### src/verilog/fpu_misc_pkg.sv
`default_nettype none

package fpu_misc_pkg;

	localparam int xlen = 64;	// FP registers are always 64 bits wide

	// single precision values live NaN-boxed in the upper half
	localparam logic [31:0] nan_box_s = 32'hffff_ffff;
	localparam logic [xlen-1:0] canon_nan_s = 64'hffff_ffff_7fc0_0000;
	localparam logic [xlen-1:0] canon_nan_d = 64'h7ff8_0000_0000_0000;

	// flag field is {NV, DZ, OF, UF, NX}
	localparam int exc_nv = 4;

	// size field of control[6:5], half (2) is not supported
	localparam logic [1:0] sz_s = 2'd0;
	localparam logic [1:0] sz_d = 2'd1;

	// mode encodings, immed[13:12]
	localparam logic [1:0] sgn_j = 2'd0;
	localparam logic [1:0] sgn_jn = 2'd1;
	localparam logic [1:0] sgn_jx = 2'd2;
	localparam logic [1:0] cmp_le = 2'd0;
	localparam logic [1:0] cmp_lt = 2'd1;
	localparam logic [1:0] cmp_eq = 2'd2;

	typedef enum logic {
		fmt_s = 1'b0,
		fmt_d = 1'b1
	} fp_fmt_e;

	// same numbering as the full FPU op field
	typedef enum logic [3:0] {
		op_fsgn = 4'd5,
		op_fminmax = 4'd6,
		op_fcmp = 4'd12,
		op_fclass = 4'd13,
		op_fmv = 4'd14
	} fpu_op_e;

	typedef struct packed {
		logic valid;
		fpu_op_e op;
		fp_fmt_e fmt;
		logic [1:0] mode;	// sub-operation select
		logic to_float;		// fmv direction, 1 = int -> fp
		logic [4:0] rd;
	} fpu_req_t;

	typedef struct packed {
		logic [xlen-1:0] fa;
		logic [xlen-1:0] fb;
		logic [xlen-1:0] ia;
	} fpu_operands_t;

	// one operand widened to the double layout
	typedef struct packed {
		logic sign;
		logic [10:0] exp;
		logic [51:0] man;
		logic is_nan;
		logic is_snan;
		logic is_inf;
		logic is_zero;
		logic is_sub;
		logic boxed_ok;
	} fp_unpacked_t;

	typedef struct packed {
		logic [xlen-1:0] value;
		logic to_fp;
		logic [4:0] exc;
	} fpu_unit_res_t;

	typedef struct packed {
		logic write;
		logic [4:0] rd;
		logic to_fp;
		logic [xlen-1:0] value;
		logic [4:0] exc;
	} fpu_resp_t;

endpackage

`default_nettype wire

### src/verilog/fpu_issue_reg.sv
`timescale 1ns/1ns
`default_nettype none

module fpu_issue_reg (
	input  logic clk,
	input  logic rst_n,
	input  logic enable,
	input  logic [6:0] control,
	input  logic [4:0] immed,	// instruction bits 16:12
	input  logic [4:0] rd,
	input  logic [fpu_misc_pkg::xlen-1:0] fr1,
	input  logic [fpu_misc_pkg::xlen-1:0] fr2,
	input  logic [fpu_misc_pkg::xlen-1:0] ir1,
	output fpu_misc_pkg::fpu_req_t req,
	output fpu_misc_pkg::fpu_operands_t opnd
);

	logic op_ok;
	logic size_ok;
	fpu_misc_pkg::fpu_req_t req_d;

	// only the single-cycle op codes are accepted here
	always_comb begin
		case (control[3:0])
			fpu_misc_pkg::op_fsgn,
			fpu_misc_pkg::op_fminmax,
			fpu_misc_pkg::op_fcmp,
			fpu_misc_pkg::op_fclass,
			fpu_misc_pkg::op_fmv: op_ok = 1'b1;
			default: op_ok = 1'b0;
		endcase
	end

	assign size_ok = control[6:5] == fpu_misc_pkg::sz_s || control[6:5] == fpu_misc_pkg::sz_d;

	always_comb begin
		req_d.valid = enable & ~control[4] & size_ok & op_ok;	// no fused ops, no half
		req_d.op = fpu_misc_pkg::fpu_op_e'(control[3:0]);
		req_d.fmt = (control[6:5] == fpu_misc_pkg::sz_d) ? fpu_misc_pkg::fmt_d
			: fpu_misc_pkg::fmt_s;
		req_d.mode = immed[1:0];
		req_d.to_float = immed[3];	// xtra
		req_d.rd = rd;
	end

	always_ff @(posedge clk) begin
		req <= req_d;
		opnd <= '{fa: fr1, fb: fr2, ia: ir1};
		if (!rst_n)
			req.valid <= 1'b0;
	end

	a_valid_op: assert property (@(posedge clk) disable iff (!rst_n)
		req.valid |-> req.op inside {fpu_misc_pkg::op_fsgn, fpu_misc_pkg::op_fminmax,
			fpu_misc_pkg::op_fcmp, fpu_misc_pkg::op_fclass, fpu_misc_pkg::op_fmv})
		else $error("issue register holds a valid request with op %0d", req.op);

endmodule

`default_nettype wire

### src/verilog/fp_operand_unpack.sv
`timescale 1ns/1ns
`default_nettype none

module fp_operand_unpack (
	input  fpu_misc_pkg::fp_fmt_e fmt,
	input  logic [fpu_misc_pkg::xlen-1:0] value,
	output fpu_misc_pkg::fp_unpacked_t unp
);

	logic exp_ones;	// raw exponent all ones
	logic exp_zero;	// raw exponent all zeros
	logic man_zero;

	always_comb begin
		unp = '0;
		if (fmt == fpu_misc_pkg::fmt_d) begin
			unp.boxed_ok = 1'b1;
			unp.sign = value[63];
			unp.exp = value[62:52];
			unp.man = value[51:0];
			exp_ones = &value[62:52];
			exp_zero = ~|value[62:52];
		end else begin
			unp.boxed_ok = value[63:32] == fpu_misc_pkg::nan_box_s;
			unp.sign = value[31];
			// rebias 8 -> 11 bits, keeps the order of all encodings
			unp.exp = {value[30], {3{~value[30]}}, value[29:23]};
			unp.man = {value[22:0], 29'b0};	// left aligned
			exp_ones = &value[30:23];
			exp_zero = ~|value[30:23];
		end

		man_zero = unp.man == '0;

		if (unp.boxed_ok) begin
			unp.is_nan = exp_ones & ~man_zero;
			unp.is_snan = exp_ones & ~man_zero & ~unp.man[51];	// quiet bit clear
			unp.is_inf = exp_ones & man_zero;
			unp.is_zero = exp_zero & man_zero;
			unp.is_sub = exp_zero & ~man_zero;
		end else begin
			// bad box reads as the canonical quiet NaN
			unp.is_nan = 1'b1;
			unp.is_snan = 1'b0;
			unp.is_inf = 1'b0;
			unp.is_zero = 1'b0;
			unp.is_sub = 1'b0;
		end
	end

endmodule

`default_nettype wire

### src/verilog/fp_compare_unit.sv
`timescale 1ns/1ns
`default_nettype none

module fp_compare_unit (
	input  fpu_misc_pkg::fpu_req_t req,
	input  fpu_misc_pkg::fp_unpacked_t a,
	input  fpu_misc_pkg::fp_unpacked_t b,
	input  logic [fpu_misc_pkg::xlen-1:0] fa,
	input  logic [fpu_misc_pkg::xlen-1:0] fb,
	output fpu_misc_pkg::fpu_unit_res_t res
);

	logic lt;
	logic eq;
	logic any_nan;
	logic any_snan;
	logic cmp_bit;
	logic pick_a;	// a is the min (or max when inverted)
	logic sel_fa;
	logic sel_fb;
	logic sel_nan;
	logic [fpu_misc_pkg::xlen-1:0] canon;

	assign any_nan = a.is_nan | b.is_nan;
	assign any_snan = a.is_snan | b.is_snan;

	// magnitude/sign ordering, only meaningful without NaNs
	always_comb begin
		eq = 1'b0;
		lt = 1'b0;
		if (a.sign != b.sign) begin
			eq = a.is_zero & b.is_zero;	// -0 == +0
			lt = a.sign & ~eq;
		end else if (a.is_inf | b.is_inf) begin
			eq = a.is_inf & b.is_inf;
			lt = ~eq & ~(a.is_inf ^ a.sign);
		end else if (a.exp != b.exp) begin
			lt = (a.exp < b.exp) ^ a.sign;	// negative values order backwards
		end else if (a.man != b.man) begin
			lt = (a.man < b.man) ^ a.sign;
		end else begin
			eq = 1'b1;
		end
	end

	always_comb begin
		case (req.mode)
			fpu_misc_pkg::cmp_le: cmp_bit = eq | lt;
			fpu_misc_pkg::cmp_lt: cmp_bit = lt;
			fpu_misc_pkg::cmp_eq: cmp_bit = eq;
			default: cmp_bit = 1'b0;
		endcase
		if (any_nan)
			cmp_bit = 1'b0;	// unordered
	end

	// equal values pick by sign so min(-0,+0) is -0
	assign pick_a = (eq ? a.sign : lt) ^ req.mode[0];
	assign sel_nan = a.is_nan & b.is_nan;
	assign sel_fa = (b.is_nan & ~a.is_nan) | (~any_nan & pick_a);
	assign sel_fb = (a.is_nan & ~b.is_nan) | (~any_nan & ~pick_a);
	assign canon = (req.fmt == fpu_misc_pkg::fmt_d) ? fpu_misc_pkg::canon_nan_d
		: fpu_misc_pkg::canon_nan_s;

	always_comb begin
		res.exc = '0;
		if (req.op == fpu_misc_pkg::op_fcmp) begin
			res.value = {{(fpu_misc_pkg::xlen-1){1'b0}}, cmp_bit};
			res.to_fp = 1'b0;
			// le/lt signal on quiet NaNs too, eq only on signalling
			res.exc[fpu_misc_pkg::exc_nv] = any_snan | (any_nan & (req.mode != fpu_misc_pkg::cmp_eq));
		end else begin
			res.value = ({fpu_misc_pkg::xlen{sel_fa}} & fa)
				| ({fpu_misc_pkg::xlen{sel_fb}} & fb)
				| ({fpu_misc_pkg::xlen{sel_nan}} & canon);	// and-or mux
			res.to_fp = 1'b1;
			res.exc[fpu_misc_pkg::exc_nv] = any_snan;
		end
	end

	always_comb begin
		if (req.valid && req.op == fpu_misc_pkg::op_fminmax)
			a_sel_onehot: assert final ($onehot({sel_fa, sel_fb, sel_nan}))
			else $error("min/max selects %b", {sel_fa, sel_fb, sel_nan});
	end

endmodule

`default_nettype wire

### src/verilog/fp_sign_class_unit.sv
`timescale 1ns/1ns
`default_nettype none

module fp_sign_class_unit (
	input  fpu_misc_pkg::fpu_req_t req,
	input  fpu_misc_pkg::fp_unpacked_t a,
	input  logic [fpu_misc_pkg::xlen-1:0] fa,
	input  logic [fpu_misc_pkg::xlen-1:0] fb,
	input  logic [fpu_misc_pkg::xlen-1:0] ia,
	output fpu_misc_pkg::fpu_unit_res_t res
);

	logic is_d;
	logic sign_b;
	logic new_sign;
	logic is_norm;
	logic [9:0] cls;

	assign is_d = req.fmt == fpu_misc_pkg::fmt_d;
	assign sign_b = is_d ? fb[63] : fb[31];

	always_comb begin
		case (req.mode)
			fpu_misc_pkg::sgn_j: new_sign = sign_b;
			fpu_misc_pkg::sgn_jn: new_sign = ~sign_b;
			fpu_misc_pkg::sgn_jx: new_sign = a.sign ^ sign_b;
			default: new_sign = sign_b;
		endcase
	end

	assign is_norm = ~(a.is_nan | a.is_inf | a.is_zero | a.is_sub);

	// fclass, exactly one bit per operand
	always_comb begin
		cls[0] = a.sign & a.is_inf;
		cls[1] = a.sign & is_norm;
		cls[2] = a.sign & a.is_sub;
		cls[3] = a.sign & a.is_zero;
		cls[4] = ~a.sign & a.is_zero;
		cls[5] = ~a.sign & a.is_sub;
		cls[6] = ~a.sign & is_norm;
		cls[7] = ~a.sign & a.is_inf;
		cls[8] = a.is_snan;
		cls[9] = a.is_nan & ~a.is_snan;
	end

	always_comb begin
		res.exc = '0;	// nothing here can raise a flag
		res.to_fp = 1'b1;
		case (req.op)
			fpu_misc_pkg::op_fsgn:
				if (is_d)
					res.value = {new_sign, fa[62:0]};
				else
					res.value = {fpu_misc_pkg::nan_box_s, new_sign, fa[30:0]};
			fpu_misc_pkg::op_fclass: begin
				res.value = {{(fpu_misc_pkg::xlen-10){1'b0}}, cls};
				res.to_fp = 1'b0;
			end
			fpu_misc_pkg::op_fmv:
				if (req.to_float) begin	// fmv.w.x / fmv.d.x
					res.value = is_d ? ia : {fpu_misc_pkg::nan_box_s, ia[31:0]};
				end else begin		// fmv.x.w / fmv.x.d
					res.value = is_d ? fa : {{32{fa[31]}}, fa[31:0]};
					res.to_fp = 1'b0;
				end
			default: begin
				res.value = '0;
				res.to_fp = 1'b0;
			end
		endcase
	end

endmodule

`default_nettype wire

### src/verilog/fpu_result_stage.sv
`timescale 1ns/1ns
`default_nettype none

module fpu_result_stage (
	input  logic clk,
	input  logic rst_n,
	input  fpu_misc_pkg::fpu_req_t req,
	input  fpu_misc_pkg::fpu_unit_res_t cmp_res,
	input  fpu_misc_pkg::fpu_unit_res_t sc_res,
	output fpu_misc_pkg::fpu_resp_t resp
);

	logic use_cmp;
	fpu_misc_pkg::fpu_unit_res_t sel;

	// compare unit owns fmin/fmax and fcmp
	assign use_cmp = req.op == fpu_misc_pkg::op_fminmax || req.op == fpu_misc_pkg::op_fcmp;
	assign sel = use_cmp ? cmp_res : sc_res;

	always_ff @(posedge clk) begin
		resp.write <= req.valid;
		resp.rd <= req.rd;
		resp.to_fp <= req.valid & sel.to_fp;
		resp.value <= sel.value;
		resp.exc <= req.valid ? sel.exc : 5'b0;	// no stray flags on idle cycles
		if (!rst_n) begin
			resp.write <= 1'b0;
			resp.to_fp <= 1'b0;
		end
	end

	a_fp_needs_write: assert property (@(posedge clk) disable iff (!rst_n)
		resp.to_fp |-> resp.write)
		else $error("FP write-back flagged without a completing request");

endmodule

`default_nettype wire

### src/verilog/fpu_misc_top.sv
`timescale 1ns/1ns
`default_nettype none

module fpu_misc_top (
	input  logic clk,
	input  logic rst_n,
	input  logic enable,
	input  logic [6:0] control,	// size, multiple, op
	input  logic [4:0] immed,
	input  logic [4:0] rd,
	input  logic [fpu_misc_pkg::xlen-1:0] fr1,
	input  logic [fpu_misc_pkg::xlen-1:0] fr2,
	input  logic [fpu_misc_pkg::xlen-1:0] ir1,
	output logic [fpu_misc_pkg::xlen-1:0] result,
	output logic [4:0] res_rd,
	output logic res_makes_rd,
	output logic res_makes_fp,
	output logic [4:0] res_exceptions
);

	fpu_misc_pkg::fpu_req_t req;
	fpu_misc_pkg::fpu_operands_t opnd;
	fpu_misc_pkg::fp_unpacked_t unp_a;
	fpu_misc_pkg::fp_unpacked_t unp_b;
	fpu_misc_pkg::fpu_unit_res_t cmp_res;
	fpu_misc_pkg::fpu_unit_res_t sc_res;
	fpu_misc_pkg::fpu_resp_t resp;

	fpu_issue_reg u_issue (
		.clk(clk), .rst_n(rst_n),
		.enable(enable), .control(control), .immed(immed), .rd(rd),
		.fr1(fr1), .fr2(fr2), .ir1(ir1),
		.req(req), .opnd(opnd)
	);

	// one unpacker per fp source
	fp_operand_unpack u_unpack_a (.fmt(req.fmt), .value(opnd.fa), .unp(unp_a));
	fp_operand_unpack u_unpack_b (.fmt(req.fmt), .value(opnd.fb), .unp(unp_b));

	fp_compare_unit u_cmp (
		.req(req), .a(unp_a), .b(unp_b),
		.fa(opnd.fa), .fb(opnd.fb),
		.res(cmp_res)
	);

	fp_sign_class_unit u_sign_class (
		.req(req), .a(unp_a),
		.fa(opnd.fa), .fb(opnd.fb), .ia(opnd.ia),
		.res(sc_res)
	);

	fpu_result_stage u_result (
		.clk(clk), .rst_n(rst_n),
		.req(req), .cmp_res(cmp_res), .sc_res(sc_res),
		.resp(resp)
	);

	assign result = resp.value;
	assign res_rd = resp.rd;
	assign res_makes_rd = resp.write;
	assign res_makes_fp = resp.to_fp;
	assign res_exceptions = resp.exc;

endmodule

`default_nettype wire

### config.mk
export PLATFORM = sky130hd
export DESIGN_NAME = fpu_misc_top
export DESIGN_NICKNAME = d
export VERILOG_FILES = /design/src/verilog/fpu_misc_pkg.sv /design/src/verilog/fpu_issue_reg.sv /design/src/verilog/fp_operand_unpack.sv /design/src/verilog/fp_compare_unit.sv /design/src/verilog/fp_sign_class_unit.sv /design/src/verilog/fpu_result_stage.sv /design/src/verilog/fpu_misc_top.sv
export SDC_FILE = /design/constraint.sdc
export NUM_CORES = 1
export LEC_CHECK = 0
export BUFFER_PORTS_ARGS = -buffer_cell sky130_fd_sc_hd__buf_2
export CORE_AREA = 3 3 236 122
export CTS_CLUSTER_SIZE = 16
export DETAILED_ROUTE_END_ITERATION = 8
export DIE_AREA = 0 0 239 125
export GPL_TIMING_DRIVEN = 0
export SKIP_CTS_REPAIR_TIMING = 1
export SYNTH_ARGS = -nofsm -noshare
export SYNTH_HDL_FRONTEND = slang
export SYNTH_SLANG_ARGS = --single-unit
### constraint.sdc
create_clock -name clk -period 14.5 [get_ports clk]
set_input_delay 1.45 -clock clk [delete_from_list [all_inputs] [get_ports clk]]
set_output_delay 1.45 -clock clk [all_outputs]
set_load 0.005 [all_outputs]
# After elaboration in Yosys (flattened, before gate mapping)
# Index checks and enable logic that the tools add are counted.
# totals
wordCells	162
output_inout_bits	76
regBits	282
in_bits	212
# classes
muxes	35
eq_ne	19
reduce_logical	20
n_bitwise	71
magnitude_cmp	2
# op_table
operator	n
two-way mux 64 bit	7
AND 64 bit	3
one-hot mux 64 bit (3 select lines)	1
bitwise OR 64 bit	2
zero test 52 bit	2
two-way mux 70 bit	1
two-way mux 66 bit	1
equality test 32 bit, second input constant	2
less-than comparator 52 bit	1
!= test 52 bit	1
AND 1 bit	33
equality test 4 bit, second input constant	6
AND reduction 11 bit	2
OR reduction 11 bit	2
two-way mux 1 bit	20
NOT 1 bit	18
equality test 4 x 3 -> 1 bit, second input constant	4
AND reduction 8 bit	2
OR reduction 8 bit	2
less-than comparator 11 bit	1
!= test 11 bit	1
two-way mux 5 bit	2
bitwise OR 1 bit	10
OR reduction 5 bit	1
other kinds (11)	22

# Longest topological paths before layout
# depth
depth_word	23
mapped_depth	22
mapped_depth_nobuf	14

# Modules after synthesis
# A second synthesis with hierarchy kept.
# hier_totals
hier_cells	1311
hier_area_um2	13334.0
# modules_own_cells
module	n_inst	seq_area_each_um2	area_each_um2	cells_per_inst
fpu_issue_reg	1	4124.0	4160.2	211
fp_compare_unit	1	0.0	2748.9	378
fpu_result_stage	1	1521.5	2745.1	171
fp_operand_unpack	2	0.0	1052.3	141
fp_sign_class_unit	1	0.0	1575.3	269

# Worst setup path after synthesis
# No wires, ideal clock.
# synth_path
kind	reg2reg
from	register u_issue.req[8] (netlist name)
to	register u_result.resp[5] (netlist name)
path_slack_ps	8894
n_path_buf	8
setup_ps	124
t_arrival_ps	5482
t_required_ps	14376
path_stages_with_launch	22
period_less_slack_ps	5606
path_cell_list	dfxtp_1 buf_2 clkbuf_1 buf_1 buf_1 buf_1 clkbuf_1 nand2_1 ha_1 a21oi_1 o21ai_1 a221o_1 a2111o_1 a2111o_1 a22o_1 and4b_1 or3_1 buf_2 a21oi_4 o21bai_2 buf_6 a2111o_1

==> flow_summary.toml <==
[worst_setup_path]
path_class = "reg -> reg"
crit_arrival_ns = 9.50
end_kind = "flip-flop"
critPathMaxFanout = 10
start_kind = "flip-flop"
cp_data_required_time_ns = 14.93

[run_status]
status = "finished clean"

[power_and_ir_drop]
cellPowerDensity_nw_per_um2 = 124
p_leak_nw = 6.19
finalPower_mw = 1.65
vdd_drop_max_uv = 73.5

[timing]
holdWs_ns = 0.327
rsz0062_at_grt = "false"
finalSetupViolCount = 0
fmax_ghz = 0.110
relSlewSlack = 0.145
finalCritPeriodShare = 0.625
finalClockSkew_ns = 0.0170
worst_pin_slew_ns = 1.27
hold_violations = 0
slew_violations = 0
period_needed_ns = 9.07
fin_ws_ns = 5.43
tns_ns = 0

[grt]
grt.overflow.total = 0
grt_first_pass_wirelength_mm = 56.9
first_global_vias = 9296
grt_antenna_before_repair = 0
grt_max_degree = 17
gr-usage-all-layers = 0.251

[floorplan]
core_um2 = 26600
ios = 288
dieArea_um2 = 29900
die_x_um = 239
core.rowCount = 42
die_h_um = 125
start_util = 0.403

[synth]
yosysWarnings = 0
synthFlopType = "dfxtp_1"
synth_edf_count = 0
synth.yosys.seq_area_share = 0.519
syn_area_um2 = 10700
netlist-cell-type-count = 58
yosys-top-cells-area = "dfxtp_1, ha_1, a221o_1"
syn_avg_cell_area_um2 = 10.7
synth-async-reset-ratio = 0
synth_common_cells = "dfxtp_1, nand2_1, ha_1, a21o_1, a221o_1"
synthCells = 1001
synth_top_cell_area_share = 0.519
post-synth-top-count-cell = "dfxtp_1"
synth_top_cell_by_area = "dfxtp_1"
synth_seq_cells = 278

[hold_path]
min_path_type = "reg -> reg"

[placed_design]
hpwl_mm = 30.9
gp_congestion = 0.958
dp_cells = 1637
dpl-instance-area_um2 = 12600
io_buffer_count = 281
pre_cts_slack_ns = 6.04

[cells_and_area]
drive_above_1_share = 0.275
final_nets = 1591
fin_util = 0.501
post-route-cell-area_um2 = 13300
fin_cells = 1677
diodes = 0
area_growth_pct = 24.2

[route]
drtIter0Drc = 858
drtPass1Iterations = 5
ant_nets = 0
drc_errors = 0
totalWireLength_mm = 38.8
avgRoutedWirePerCell_um = 23.1
vias = 9327
viasPerCell = 5.56

[clocking]
numClockSinks = 278
clk_latency_ns = 0.54
cts_buffers = 23
cts_tree = "done"
path_clk_slew_ns = 0.07
cts.path.max_buffers = 3
cts-root-buf = "clkbuf_16"
htreeDepth = 1

[run]
cap_violations = 0
==> per-layer routing <==
layer / global-route usage / wire [um] / share of wire
met4: 0.0536 / 781 / 0.020
met1: 0.353 / 17600 / 0.45
met2: 0.397 / 17300 / 0.44
met3: 0.0559 / 3190 / 0.082
met5: 0 / 0 / 0
==> state kept, by name, summed over array words and instances (netlist names) <==
register / count
u_issue.opnd: 192
u_result.resp: 72
u_issue.req: 14
==> worst max-delay path, cell delays in order, from the launching register on <==
cell,delay [ns]
dfxtp_1,0.52
buf_2,0.35
clkbuf_1,0.54
buf_1,0.53
buf_1,0.53
buf_1,0.64
clkbuf_1,0.80
mux2i_1,0.19
ha_1,0.37
nand4_1,0.22
nor4_1,1.11
nand4_1,0.34
nor2_1,0.20
a21oi_1,0.08
a22o_1,0.20
and4b_1,0.22
or3_1,0.34
buf_2,0.16
a31oi_1,0.91
buf_2,0.44
a211oi_1,0.13
o21ai_0,0.12
==> where the power goes <==
part	switching [mW]	internal, mW	leakage [nW]
combinational	0.0928	0.0866	3.50
sequential	0.0414	0.807	2.33
clock	0.274	0.345	0.363
==> placed cells by master (no fill, tap or decap), types with 4 or more instances in the layout <==
cell / Yosys / layout
buf_2: 9 / 290
dfxtp_1: 278 / 278
nand2_1: 71 / 71
ha_1: 69 / 69
a21o_1: 47 / 47
a221o_1: 39 / 39
a21oi_1: 38 / 38
and2_1: 37 / 37
clkbuf_1: 27 / 34
mux2i_1: 33 / 33
o21ai_0: 31 / 31
mux2_2: 30 / 30
nor4_1: 29 / 29
nor2_1: 29 / 29
nor3_1: 29 / 29
nand4_1: 28 / 28
clkbuf_16: 0 / 23
nand3_1: 22 / 22
a22o_1: 19 / 19
a221oi_1: 13 / 13
o31ai_1: 10 / 10
inv_1: 9 / 9
nor2b_1: 8 / 8
buf_1: 6 / 6
nand2b_1: 6 / 6
a211oi_1: 6 / 6
and4_1: 5 / 5
a22oi_1: 5 / 5
o211ai_1: 5 / 5
o22ai_1: 5 / 5
o21a_1: 5 / 5
and3_1: 4 / 4
a31oi_1: 4 / 4
nand4b_1: 4 / 4
buf_4: 4 / 4
conb_1: 1 / 4
clkinv_2: 0 / 4
==> final timing paths <==
check	start	end	slack (ns)	depth (start not counted)
setup / recovery	u_issue.req[8]	u_result.resp[68]	5.43	21
hold / removal	u_issue.req[2]	u_result.resp[72]	0.33	0
setup reg to reg	u_issue.req[8]	u_result.resp[68]	5.43	21
hold reg to reg	u_issue.req[2]	u_result.resp[72]	0.33	0
==> logic make-up after synthesis <==
logic type,Yosys count,share of synthesized area
and+or+nand+nor,287,0.143
buffers and inverters,57,0.0231
muxes,63,0.0623
other,1,0.000350
xor gates and xnor gates,2,0.00163
DFF,278,0.519
AOI/OAI and AO/OA,244,0.170
adders and majority gates,69,0.0805
==> layout make-up <==
class / count / area [um2]
fill: 2470 / 13300
sequential: 278 / 5570
multi-input combinational: 669 / 4920
timing repair buffer: 281 / 1410
clock buffer: 33 / 643
tap: 352 / 440
buffer: 47 / 210
clock inverter: 7 / 91.3
inverter: 10 / 37.5
Power figures use the tool's default switching activity.
